<file path="src/design/rx_lbuf_pkg.sv">
`default_nettype none

package rx_lbuf_pkg;

    ////////////////////////////////////////
    // widths and types
    ////////////////////////////////////////
    localparam int ADDR_W     = 64;  // host bus address
    localparam int DATA_W     = 64;  // stream and memory word
    localparam int APB_ADDR_W = 8;
    localparam int APB_DATA_W = 32;

    typedef logic [ADDR_W-1:0]     addr_t;
    typedef logic [DATA_W-1:0]     data_t;
    typedef logic [APB_ADDR_W-1:0] apb_addr_t;
    typedef logic [APB_DATA_W-1:0] apb_data_t;

    ////////////////////////////////////////
    // register map
    ////////////////////////////////////////
    localparam apb_addr_t REG_LBUF1_LO   = 8'h00;  // slot 1 address [31:0]
    localparam apb_addr_t REG_LBUF1_HI   = 8'h04;  // slot 1 address [63:32]
    localparam apb_addr_t REG_LBUF1_CTRL = 8'h08;  // bit 0 arm / armed
    localparam apb_addr_t REG_LBUF2_LO   = 8'h0C;
    localparam apb_addr_t REG_LBUF2_HI   = 8'h10;
    localparam apb_addr_t REG_LBUF2_CTRL = 8'h14;
    localparam apb_addr_t REG_DONE_CNT   = 8'h18;  // read only, low 16 bits

    // giver walks slot 1 then slot 2 and back
    typedef enum logic [1:0] {
        GV_WAIT1,
        GV_BUSY1,
        GV_WAIT2,
        GV_BUSY2
    } gv_state_e;

    typedef enum logic [1:0] {
        WR_IDLE,
        WR_FILL,
        WR_DONE
    } wr_state_e;

endpackage

`default_nettype wire

</file>
<file path="src/design/lbuf_if.sv">
`timescale 1ns/1ns
`default_nettype none

// one lbuf grant between giver and writer
interface lbuf_if
    import rx_lbuf_pkg::*;
();

    addr_t addr;   // lbuf base, stable while en
    logic  en;     // grant held until dn
    logic  is64;   // upper address half nonzero
    logic  dn;     // one cycle, lbuf full

    modport giver (
        output addr, en, is64,
        input  dn
    );

    modport filler (
        input  addr, en, is64,
        output dn
    );

endinterface

`default_nettype wire

</file>
<file path="src/design/rx_host_regs.sv">
`timescale 1ns/1ns
`default_nettype none

module rx_host_regs
    import rx_lbuf_pkg::*;
(
    input  wire            clk,
    input  wire            rst,

    // apb slave
    input  wire            psel,
    input  wire            penable,
    input  wire            pwrite,
    input  wire apb_addr_t paddr,
    input  wire apb_data_t pwdata,
    output apb_data_t      prdata,
    output logic           pready,
    output logic           pslverr,

    // slots to the giver
    output addr_t          lbuf1_addr,
    output logic           lbuf1_en,
    input  wire            lbuf1_dn,
    output addr_t          lbuf2_addr,
    output logic           lbuf2_en,
    input  wire            lbuf2_dn
);

    addr_t       slot_addr [2];  // 64-bit base per slot
    logic [1:0]  slot_en;        // arm bits
    logic [1:0]  slot_dn;
    logic [15:0] done_cnt;       // completed lbufs, wraps

    logic        acc;            // access phase
    logic        wr_acc;
    logic        addr_ok;        // offset is in the map
    logic [1:0]  wr_lo;
    logic [1:0]  wr_hi;
    logic [1:0]  wr_arm;

    ////////////////////////////////////////
    // apb decode
    ////////////////////////////////////////
    assign acc    = psel && penable;
    assign wr_acc = acc && pwrite;
    assign pready = 1'b1;  // no wait states

    // bad offset or write to the read-only counter
    assign pslverr = acc && (!addr_ok || (pwrite && paddr == REG_DONE_CNT));

    assign wr_lo[0]  = wr_acc && paddr == REG_LBUF1_LO;
    assign wr_hi[0]  = wr_acc && paddr == REG_LBUF1_HI;
    assign wr_arm[0] = wr_acc && paddr == REG_LBUF1_CTRL && pwdata[0];
    assign wr_lo[1]  = wr_acc && paddr == REG_LBUF2_LO;
    assign wr_hi[1]  = wr_acc && paddr == REG_LBUF2_HI;
    assign wr_arm[1] = wr_acc && paddr == REG_LBUF2_CTRL && pwdata[0];

    assign slot_dn = {lbuf2_dn, lbuf1_dn};

    // read mux, also flags valid offsets
    always_comb begin
        addr_ok = 1'b1;
        case (paddr)
            REG_LBUF1_LO   : prdata = slot_addr[0][31:0];
            REG_LBUF1_HI   : prdata = slot_addr[0][63:32];
            REG_LBUF1_CTRL : prdata = apb_data_t'(slot_en[0]);
            REG_LBUF2_LO   : prdata = slot_addr[1][31:0];
            REG_LBUF2_HI   : prdata = slot_addr[1][63:32];
            REG_LBUF2_CTRL : prdata = apb_data_t'(slot_en[1]);
            REG_DONE_CNT   : prdata = apb_data_t'(done_cnt);
            default : begin
                prdata  = '0;
                addr_ok = 1'b0;
            end
        endcase
    end

    ////////////////////////////////////////
    // slot registers
    ////////////////////////////////////////
    always_ff @(posedge clk) begin
        for (int i = 0; i < 2; i++) begin
            if (wr_lo[i])
                slot_addr[i][31:0] <= pwdata;
            if (wr_hi[i])
                slot_addr[i][63:32] <= pwdata;
        end
    end

    // arm on write of 1, clear on the slot's done
    always_ff @(posedge clk) begin
        if (rst) begin
            slot_en  <= '0;
            done_cnt <= '0;
        end else begin
            for (int i = 0; i < 2; i++) begin
                if (slot_dn[i])
                    slot_en[i] <= 1'b0;
                else if (wr_arm[i])
                    slot_en[i] <= 1'b1;  // no effect when already armed
            end
            done_cnt <= done_cnt + 16'(slot_dn[0]) + 16'(slot_dn[1]);
        end
    end

    // out to the giver
    assign lbuf1_addr = slot_addr[0];
    assign lbuf1_en   = slot_en[0];
    assign lbuf2_addr = slot_addr[1];
    assign lbuf2_en   = slot_en[1];

endmodule

`default_nettype wire

</file>
<file path="src/design/rx_gv_lbuf.sv">
`timescale 1ns/1ns
`default_nettype none

module rx_gv_lbuf
    import rx_lbuf_pkg::*;
(
    input  wire         clk,
    input  wire         rst,

    // slots from the register block
    input  wire addr_t  lbuf1_addr,
    input  wire         lbuf1_en,
    output logic        lbuf1_dn,
    input  wire addr_t  lbuf2_addr,
    input  wire         lbuf2_en,
    output logic        lbuf2_dn,

    lbuf_if.giver       gv
);

    gv_state_e state;

    ////////////////////////////////////////
    // grant fsm
    ////////////////////////////////////////
    always_ff @(posedge clk) begin
        if (rst) begin
            state    <= GV_WAIT1;
            gv.en    <= 1'b0;
            lbuf1_dn <= 1'b0;
            lbuf2_dn <= 1'b0;
        end else begin
            lbuf1_dn <= 1'b0;  // single cycle pulses
            lbuf2_dn <= 1'b0;
            case (state)
                GV_WAIT1 : begin
                    if (lbuf1_en) begin  // slot 2 armed early just waits
                        gv.en <= 1'b1;
                        state <= GV_BUSY1;
                    end
                end
                GV_BUSY1 : begin
                    if (gv.dn) begin
                        gv.en    <= 1'b0;
                        lbuf1_dn <= 1'b1;
                        state    <= GV_WAIT2;
                    end
                end
                GV_WAIT2 : begin
                    if (lbuf2_en) begin
                        gv.en <= 1'b1;
                        state <= GV_BUSY2;
                    end
                end
                GV_BUSY2 : begin
                    if (gv.dn) begin
                        gv.en    <= 1'b0;
                        lbuf2_dn <= 1'b1;
                        state    <= GV_WAIT1;  // back to slot 1
                    end
                end
                default : state <= GV_WAIT1;
            endcase
        end
    end

    // address tracks the waiting slot, frozen while busy
    always_ff @(posedge clk) begin
        if (state == GV_WAIT1) begin
            gv.addr <= lbuf1_addr;
            gv.is64 <= |lbuf1_addr[63:32];
        end else if (state == GV_WAIT2) begin
            gv.addr <= lbuf2_addr;
            gv.is64 <= |lbuf2_addr[63:32];
        end
    end

endmodule

`default_nettype wire

</file>
<file path="src/design/rx_lbuf_writer.sv">
`timescale 1ns/1ns
`default_nettype none

module rx_lbuf_writer
    import rx_lbuf_pkg::*;
#(
    parameter int LBUF_WORDS = 16  // 64-bit words per lbuf
) (
    input  wire         clk,
    input  wire         rst,

    lbuf_if.filler      fl,

    // packet stream in
    input  wire data_t  pkt_data,
    input  wire         pkt_valid,
    output logic        pkt_ready,

    // memory write requests out
    output addr_t       mem_addr,
    output data_t       mem_data,
    output logic        mem_is64,
    output logic        mem_valid,
    input  wire         mem_ready
);

    localparam int CNT_W = $clog2(LBUF_WORDS);

    wr_state_e        state;
    logic [CNT_W-1:0] word_cnt;   // index of the next stream word
    logic             mem_last;   // pending request is the lbuf's last word
    logic             take;       // stream word accepted
    logic             mem_go;     // request accepted

    ////////////////////////////////////////
    // handshakes
    ////////////////////////////////////////
    assign mem_go = mem_valid && mem_ready;

    // output reg free or draining, and last word not yet taken
    assign pkt_ready = (state == WR_FILL)
                       && !(mem_valid && mem_last)
                       && (!mem_valid || mem_ready);

    assign take  = pkt_valid && pkt_ready;
    assign fl.dn = (state == WR_DONE);  // one cycle in WR_DONE

    ////////////////////////////////////////
    // fill fsm
    ////////////////////////////////////////
    always_ff @(posedge clk) begin
        if (rst) begin
            state     <= WR_IDLE;
            word_cnt  <= '0;
            mem_valid <= 1'b0;
        end else begin
            case (state)
                WR_IDLE : begin
                    if (fl.en) begin  // new grant
                        state    <= WR_FILL;
                        word_cnt <= '0;
                    end
                end
                WR_FILL : begin
                    if (take)
                        word_cnt <= word_cnt + 1'b1;
                    if (mem_go && mem_last)
                        state <= WR_DONE;
                end
                WR_DONE : state <= WR_IDLE;  // giver drops en meanwhile
                default : state <= WR_IDLE;
            endcase

            if (take)
                mem_valid <= 1'b1;
            else if (mem_ready)
                mem_valid <= 1'b0;
        end
    end

    // request payload, base plus 8 bytes per word
    always_ff @(posedge clk) begin
        if (take) begin
            mem_addr <= fl.addr + addr_t'({word_cnt, 3'b000});
            mem_data <= pkt_data;
            mem_is64 <= fl.is64;
            mem_last <= (word_cnt == CNT_W'(LBUF_WORDS - 1));
        end
    end

endmodule

`default_nettype wire

</file>
<file path="src/design/rx_lbuf_top.sv">
`timescale 1ns/1ns
`default_nettype none

module rx_lbuf_top
    import rx_lbuf_pkg::*;
#(
    parameter int LBUF_WORDS = 16
) (
    input  wire            clk,
    input  wire            rst,

    // host apb
    input  wire            psel,
    input  wire            penable,
    input  wire            pwrite,
    input  wire apb_addr_t paddr,
    input  wire apb_data_t pwdata,
    output apb_data_t      prdata,
    output logic           pready,
    output logic           pslverr,

    // packet stream
    input  wire data_t     pkt_data,
    input  wire            pkt_valid,
    output logic           pkt_ready,

    // memory writes
    output addr_t          mem_addr,
    output data_t          mem_data,
    output logic           mem_is64,
    output logic           mem_valid,
    input  wire            mem_ready
);

    addr_t lbuf1_addr;
    logic  lbuf1_en;
    logic  lbuf1_dn;
    addr_t lbuf2_addr;
    logic  lbuf2_en;
    logic  lbuf2_dn;

    lbuf_if gv_if ();  // giver to writer

    rx_host_regs i_rx_host_regs (
        .clk        (clk),
        .rst        (rst),
        .psel       (psel),
        .penable    (penable),
        .pwrite     (pwrite),
        .paddr      (paddr),
        .pwdata     (pwdata),
        .prdata     (prdata),
        .pready     (pready),
        .pslverr    (pslverr),
        .lbuf1_addr (lbuf1_addr),
        .lbuf1_en   (lbuf1_en),
        .lbuf1_dn   (lbuf1_dn),
        .lbuf2_addr (lbuf2_addr),
        .lbuf2_en   (lbuf2_en),
        .lbuf2_dn   (lbuf2_dn)
    );

    rx_gv_lbuf i_rx_gv_lbuf (
        .clk        (clk),
        .rst        (rst),
        .lbuf1_addr (lbuf1_addr),
        .lbuf1_en   (lbuf1_en),
        .lbuf1_dn   (lbuf1_dn),
        .lbuf2_addr (lbuf2_addr),
        .lbuf2_en   (lbuf2_en),
        .lbuf2_dn   (lbuf2_dn),
        .gv         (gv_if.giver)
    );

    rx_lbuf_writer #(
        .LBUF_WORDS (LBUF_WORDS)
    ) i_rx_lbuf_writer (
        .clk        (clk),
        .rst        (rst),
        .fl         (gv_if.filler),
        .pkt_data   (pkt_data),
        .pkt_valid  (pkt_valid),
        .pkt_ready  (pkt_ready),
        .mem_addr   (mem_addr),
        .mem_data   (mem_data),
        .mem_is64   (mem_is64),
        .mem_valid  (mem_valid),
        .mem_ready  (mem_ready)
    );

endmodule

`default_nettype wire

</file>
<file path="config.mk">
export PLATFORM = sky130hd
export DESIGN_NAME = rx_lbuf_top
export DESIGN_NICKNAME = d
export VERILOG_FILES = /design/src/design/rx_lbuf_pkg.sv /design/src/design/lbuf_if.sv /design/src/design/rx_host_regs.sv /design/src/design/rx_gv_lbuf.sv /design/src/design/rx_lbuf_writer.sv /design/src/design/rx_lbuf_top.sv
export SDC_FILE = /design/constraint.sdc
export NUM_CORES = 1
export LEC_CHECK = 0
export ABC_AREA = 1
export BUFFER_PORTS_ARGS = -buffer_cell sky130_fd_sc_hd__buf_2
export CORE_ASPECT_RATIO = 0.8
export CORE_MARGIN = 2
export CORE_UTILIZATION = 25
export CTS_CLUSTER_SIZE = 30
export DETAILED_ROUTE_END_ITERATION = 8
export GPL_TIMING_DRIVEN = 1
export PLACE_DENSITY = 0.44
export SYNTH_ARGS = -nofsm -noshare
export SYNTH_HDL_FRONTEND = slang
export SYNTH_HIERARCHICAL = 1
export SYNTH_SLANG_ARGS = --single-unit
</file>
<file path="constraint.sdc">
create_clock -name clk -period 5.76 [get_ports clk]
set_clock_uncertainty 0.1 [all_clocks]
set_input_delay 0.576 -clock clk [delete_from_list [all_inputs] [get_ports clk]]
set_output_delay 0.576 -clock clk [all_outputs]
set_load 0.03 [all_outputs]
</file>
# Word level (Yosys, flattened, before mapping)
# Memory sizes are Yosys's and may differ from the RTL's.
# Cells that the tools add are included.
op_classes:
  n_addsub: 4
  n_eq_ne: 20
  n_mux: 35
  bitwise_logic: 2
  n_reduce_logical: 42
ops:
  columns: ["operator", "count"]
  rows:
  - ["32-bit case mux with 7 select lines", 1]
  - ["64-bit 2-to-1 mux", 3]
  - ["64-bit by 7-bit adder with 64-bit output", 1]
  - ["32-bit OR reduction", 2]
  - ["64-bit OR reduction", 1]
  - ["16-bit by 1-bit adder with 16-bit output", 2]
  - ["8-bit by 5-bit == test with 1-bit output, second input constant", 3]
  - ["1-bit logical AND", 18]
  - ["1-bit 2-to-1 mux", 18]
  - ["8-bit by 4-bit == test with 1-bit output, second input constant", 2]
  - ["2-bit 2-to-1 mux", 7]
  - ["2-bit != test, second input constant", 6]
  - ["2-bit OR reduction", 5]
  - ["8-bit by 3-bit == test with 1-bit output, second input constant", 1]
  - ["8-bit logical NOT", 1]
  - ["4-bit 2-to-1 mux", 2]
  - ["2-bit case mux with 4 select lines", 1]
  - ["4-bit case mux with 2 select lines", 1]
  - ["7-bit OR reduction", 1]
  - ["2-bit == test, second input constant", 3]
  - ["3-bit AND reduction", 2]
  - ["2-bit nonzero test", 3]
  - ["4-bit by 1-bit adder with 4-bit output, second input constant", 1]
  - ["2-bit by 1-bit == test with 1-bit output, second input constant", 2]
  - ["other kinds (10)", 16]
totals:
  reg_bits: 225
  ram_bits: 128
  inputBits: 111
  output_inout_bits: 165
  elab_cells: 120
  n_memories: 1
memory_table:
  columns: ["name", "depth", "width", "read_ports", "rd_ports_with_merged_regs", "write_ports", "line_no", "rtl"]
  rows:
  - ["i_rx_host_regs.slot_addr", 2, 64, 2, 0, 1, "rx_host_regs.sv:29", "addr_t slot_addr [2];"]

# Longest topological paths before layout
depth:
  ltp_word: 7
  mapped_depth: 12
  ltp_nobuf: 12

# By module
# The synthesis kept the hierarchy.
modules_own_cells:
  columns: ["mod", "instances", "cells_per_inst", "area_each_um2", "seq_area_each_um2"]
  rows:
  - ["rx_lbuf_writer", 1, 660, 6502.5, 4043.9]
  - ["rx_host_regs", 1, 529, 6049.6, 4204.0]
  - ["rx_gv_lbuf", 1, 361, 3216.8, 2052.0]

# Worst setup path after synthesis
# Ideal clock, no wire load.
synth_path:
  path_type: "input port to flip-flop"
  from: "input mem_ready"
  to: "register i_rx_lbuf_writer.mem_addr[0] (enable)"
  setup_time_ns: 0.482
  arrival_ns: 3.363
  t_required_ns: 5.178
  setup_slack_ns: 1.814
  cell_stages: 4
  n_path_buf: 0
  cell_sequence: "inv_1 -> nand2_1 -> nand4_1 -> inv_1"
synth_via:
  elab_chain_len: 3
synth_rtl:
  columns: ["item", "line_no", "rtl"]
  rows:
  - ["start: declaration", "rx_lbuf_top.sv:32", "input wire mem_ready"]
  - ["1-bit logical OR", "rx_lbuf_writer.sv:43", "&& (!mem_valid || mem_ready);"]
  - ["1-bit logical AND", "rx_lbuf_writer.sv:43", null]
  - ["1-bit logical AND", "rx_lbuf_writer.sv:45", "assign take = pkt_valid && pkt_ready;"]
  - ["named net i_rx_lbuf_writer.take", "rx_lbuf_writer.sv:32", "logic take;"]
  - ["end signal: assignment", "rx_lbuf_writer.sv:84", "mem_addr <= fl.addr + addr_t'({word_cnt, 3'b000});"]
  - ["end: declaration", "rx_lbuf_writer.sv:20", "output addr_t mem_addr,"]
# The timed path passes the listed nets, and every way through them passes these cells.
# A chain may end at the register's enable or synchronous reset.

# Worst setup path in the final report
layout_path:
  from: "input paddr[7]"
  to: "output prdata[2]"
layout_via:
  elab_chain_len: 2
  elab_cells_between_ends: 8
  cone_classes: "eq/ne: 6; mux: 1; reduce/logical: 1"
layout_rtl:
  columns: ["item", "line_no", "rtl"]
  rows:
  - ["start: declaration", "rx_lbuf_top.sv:16", "input wire apb_addr_t paddr,"]
  - ["8-bit by 5-bit == test with 1-bit output (tied with other cells)", "rx_host_regs.sv:63", "case (paddr)"]
  - ["32-bit case mux with 7 select lines (*)", "rx_host_regs.sv:63", null]
  - ["end: declaration", "rx_lbuf_top.sv:18", "output apb_data_t prdata,"]
# Every way passes the cells marked *; elsewhere a longest branch is shown, timed or not.

==> run metrics <==
post-synthesis sequential area ratio=0.653; Fill cells=6533; Setup violations, final=0; total number of vias=roughly 12000; number of top-level design ports=about 280; number of flip-flops and latches in the synthesized netlist=353; area of the multi-input gates=0.00481 mm²; iteration count of the initial detailed-routing pass=5; average via count per standard cell=around 4.4; antenna violations before repair=5; cells after synthesis=1550; max-slew violations=0; post-CTS setup buffer count=0; sum of net half-perimeters after detailed placement=38900 µm; flip-flop cell with the highest count after synthesis=sky130_fd_sc_hd__edfxtp_1; wire length per cell=about 19 µm; pin count of the biggest net entering global routing=between 90 and 100; register clock-pin slew on the reported worst setup and hold paths=approximately 0.060 ns; Pleak=between 7 and 8 nW; synthesized netlist net count=roughly 1700; synthesized area divided by synthesized cell count=slightly above 10 µm²; fraction of final layout cells with drive strength greater than 1=0.207; Port Buf Inserts=between 200 and 300; final-layout setup total negative slack=0 ns; cts bufs inserted=40; combined global-route utilization of all metal layers=0.153; period utilisation layout=0.604; peak supply drop=about 0.16 mV; post-detailed-routing wire length=~50000 µm; commonest cells after routing, fill and taps aside=sky130_fd_sc_hd__nand2_1, sky130_fd_sc_hd__edfxtp_1, sky130_fd_sc_hd__buf_2; level count of the clock H-tree=2; Fin. Hold Viols=0; cells resized by post-CTS repair=0; via count of the first global-routing pass=between 10000 and 15000; Root Buffer=sky130_fd_sc_hd__clkbuf_16; post-layout net count=1964; Layout area overhead=22.3%; Yosys warning total=6; number of remaining DRC errors=0; clock buffer depth=3; Crit. End Element=output port; minimum clock period after layout=between 3 and 4 ns; data arrival time at the worst-slack endpoint=around 2.8 ns; CTS Hold Buffers Added=0; Netlist Area Pre-Place=roughly 0.016 mm²; element type at the critical path start=input port; power density normalized to cell area=a little under 400 mW/mm²; count of distinct cell types in the synthesized netlist=36; DIE AREA=approximately 0.065 mm²; FF+latch area=around 0.01 mm²; remaining antenna violation count after routing=0; TritonCTS clock tree=built; worst skew pair latency=between 0.5 and 0.6 ns; core area=~0.062 mm²; Die Y=roughly 230 µm; final global-route overflow total=0; endpoint required time on the critical path=between 5 and 6 ns; Initial Utilization=0.252; maximum fanout encountered on the critical timing path=70; max-capacitance violation count=0; result of the run=finished, final reports clean; worst slew pin tran=approximately 1.0 ns; worst min-delay path class=input port to register; RSZ-0062 raised after global routing=false; total clock sinks=about 350; Routability Congestion=a little under 0.9; FP Rows=82; Post-synth ARST share=0; number of flops mapped to enable cells by yosys=between 300 and 400; Chip Width=between 200 and 300 µm; wire length of the first global-routing pass=between 70000 and 80000 µm; number of design-rule violations left by the first detailed-router iteration=slightly above 900; commonest non-fill, non-tap cell in the layout=sky130_fd_sc_hd__nand2_1; worst-case headroom to the max-slew limit=0.304; highest attainable clock frequency=287 MHz; final total power=~7.6 mW; classification of the worst setup path=input port to output port
==> metal layers <==
layer	GRT usage	share of wire
met2	0.223	0.42
met1	0.224	0.48
met5	0	0
met4	0.0436	0.023
met3	0.0364	0.078
==> worst max-delay path: stages <==
cell and delay (ns):
sky130_fd_sc_hd__buf_2 0.09, sky130_fd_sc_hd__inv_1 0.08, sky130_fd_sc_hd__nand2_4 0.10, sky130_fd_sc_hd__nor2_8 0.79, sky130_fd_sc_hd__nand2_2 0.16, sky130_fd_sc_hd__inv_2 0.54
sky130_fd_sc_hd__nand2_1 0.10, sky130_fd_sc_hd__nand4_1 0.12, sky130_fd_sc_hd__buf_2 0.21
==> state kept, by name, indices dropped and copies added, names as in the netlist <==
register and count:
i_rx_gv_lbuf/gv.en 1, i_rx_host_regs/slot_en 2, i_rx_lbuf_writer/mem_is64 1, i_rx_gv_lbuf/gv.is64 1, i_rx_lbuf_writer/mem_valid 1, i_rx_gv_lbuf/lbuf1_dn 1, i_rx_lbuf_writer/word_cnt 4, i_rx_gv_lbuf/lbuf2_dn 1
i_rx_host_regs/done_cnt 16, i_rx_gv_lbuf/gv.addr 64, i_rx_gv_lbuf/state 2, i_rx_host_regs/slot_addr 128, i_rx_lbuf_writer/mem_data 64, i_rx_lbuf_writer/state 2, i_rx_lbuf_writer/mem_last 1, i_rx_lbuf_writer/mem_addr 64
==> logic make-up after synthesis <==
| group | Yosys count | synth area share |
|---|---|---|
| AO/OA/AOI/OAI | 78 | 0.0256 |
| XOR/XNOR | 35 | 0.0194 |
| adder cells (fa/ha/maj) | 12 | 0.0105 |
| buffers and inverters | 161 | 0.0427 |
| flip-flops | 353 | 0.653 |
| other | 1 | 0.000238 |
| AND/OR/NAND/NOR | 910 | 0.248 |
==> where the power goes <==
part	total, mW	switching (mW)	leakage, nW	internal, mW
logic	1.55	1.15	3.70	0.396
clock network	2.39	1.03	0.582	1.36
registers	3.70	0.393	3.25	3.31
==> cells in the mapped netlist (8+ instances only) <==
cell type                    n  area share
sky130_fd_sc_hd__a21oi_1    19      0.0060
sky130_fd_sc_hd__buf_2      19      0.0060
sky130_fd_sc_hd__dfxtp_1    30       0.038
sky130_fd_sc_hd__edfxtp_1  323        0.62
sky130_fd_sc_hd__ha_1       10      0.0079
sky130_fd_sc_hd__inv_1     117       0.028
sky130_fd_sc_hd__inv_2       8      0.0019
sky130_fd_sc_hd__nand2_1   507        0.12
sky130_fd_sc_hd__nand2_2    11      0.0044
sky130_fd_sc_hd__nand3_1   112       0.036
sky130_fd_sc_hd__nand4_1    37       0.015
sky130_fd_sc_hd__nor2_1    194       0.046
sky130_fd_sc_hd__nor2_4     12      0.0086
sky130_fd_sc_hd__o21ai_0    28      0.0089
sky130_fd_sc_hd__o21ai_1    26      0.0083
sky130_fd_sc_hd__xnor2_1    23       0.013
sky130_fd_sc_hd__xor2_1     12      0.0067
==> worst paths after layout <==
check                                            endpoint                              startpoint  depth (start not counted)  slack, ns
setup / recovery                                prdata[2]                                paddr[7]                          9       2.28
hold / removal    i_rx_lbuf_writer/mem_data[35]$_DFFE_PN_                            pkt_data[35]                          1       0.09
setup reg to reg  i_rx_lbuf_writer/mem_addr[35]$_DFFE_PN_  i_rx_lbuf_writer/state[0]$_SDFFE_PP0P_                          5       3.11
hold reg to reg    i_rx_lbuf_writer/mem_addr[0]$_DFFE_PN_       i_rx_gv_lbuf/gv.addr[0]$_DFFE_PP_                          0       0.32
==> final cells by class <==
| cell class | instances | share of cell area |
|---|---|---|
| diodes | 2 | 0.000259 |
| clock buffers | 54 | 0.0557 |
| clock inverters | 16 | 0.00655 |
| inverters | 126 | 0.0248 |
| multi-input cells | 1036 | 0.249 |
| flip-flops and latches | 353 | 0.534 |
| well taps | 840 | 0.0545 |
| repair buffers | 284 | 0.0750 |
==> per-stage QoR <==
step / hold slack (ns) / util / instance area [µm²] / instances / setup WS, ns
global placement: 0.310 / 0.289 / 18100 / 2639 / 2.23
CTS: 0.0529 / 0.309 / 19300 / 2709 / 2.21
finish: 0.0908 / 0.309 / 19300 / 2711 / 2.28
global route: 0.0591 / 0.309 / 19300 / 2709 / 2.03
detailed placement: 0.326 / 0.289 / 18100 / 2639 / 2.21
floorplan: 0.300 / - / 15800 / 1550 / 1.81
Note: power is estimated with default switching activity, not from simulation.
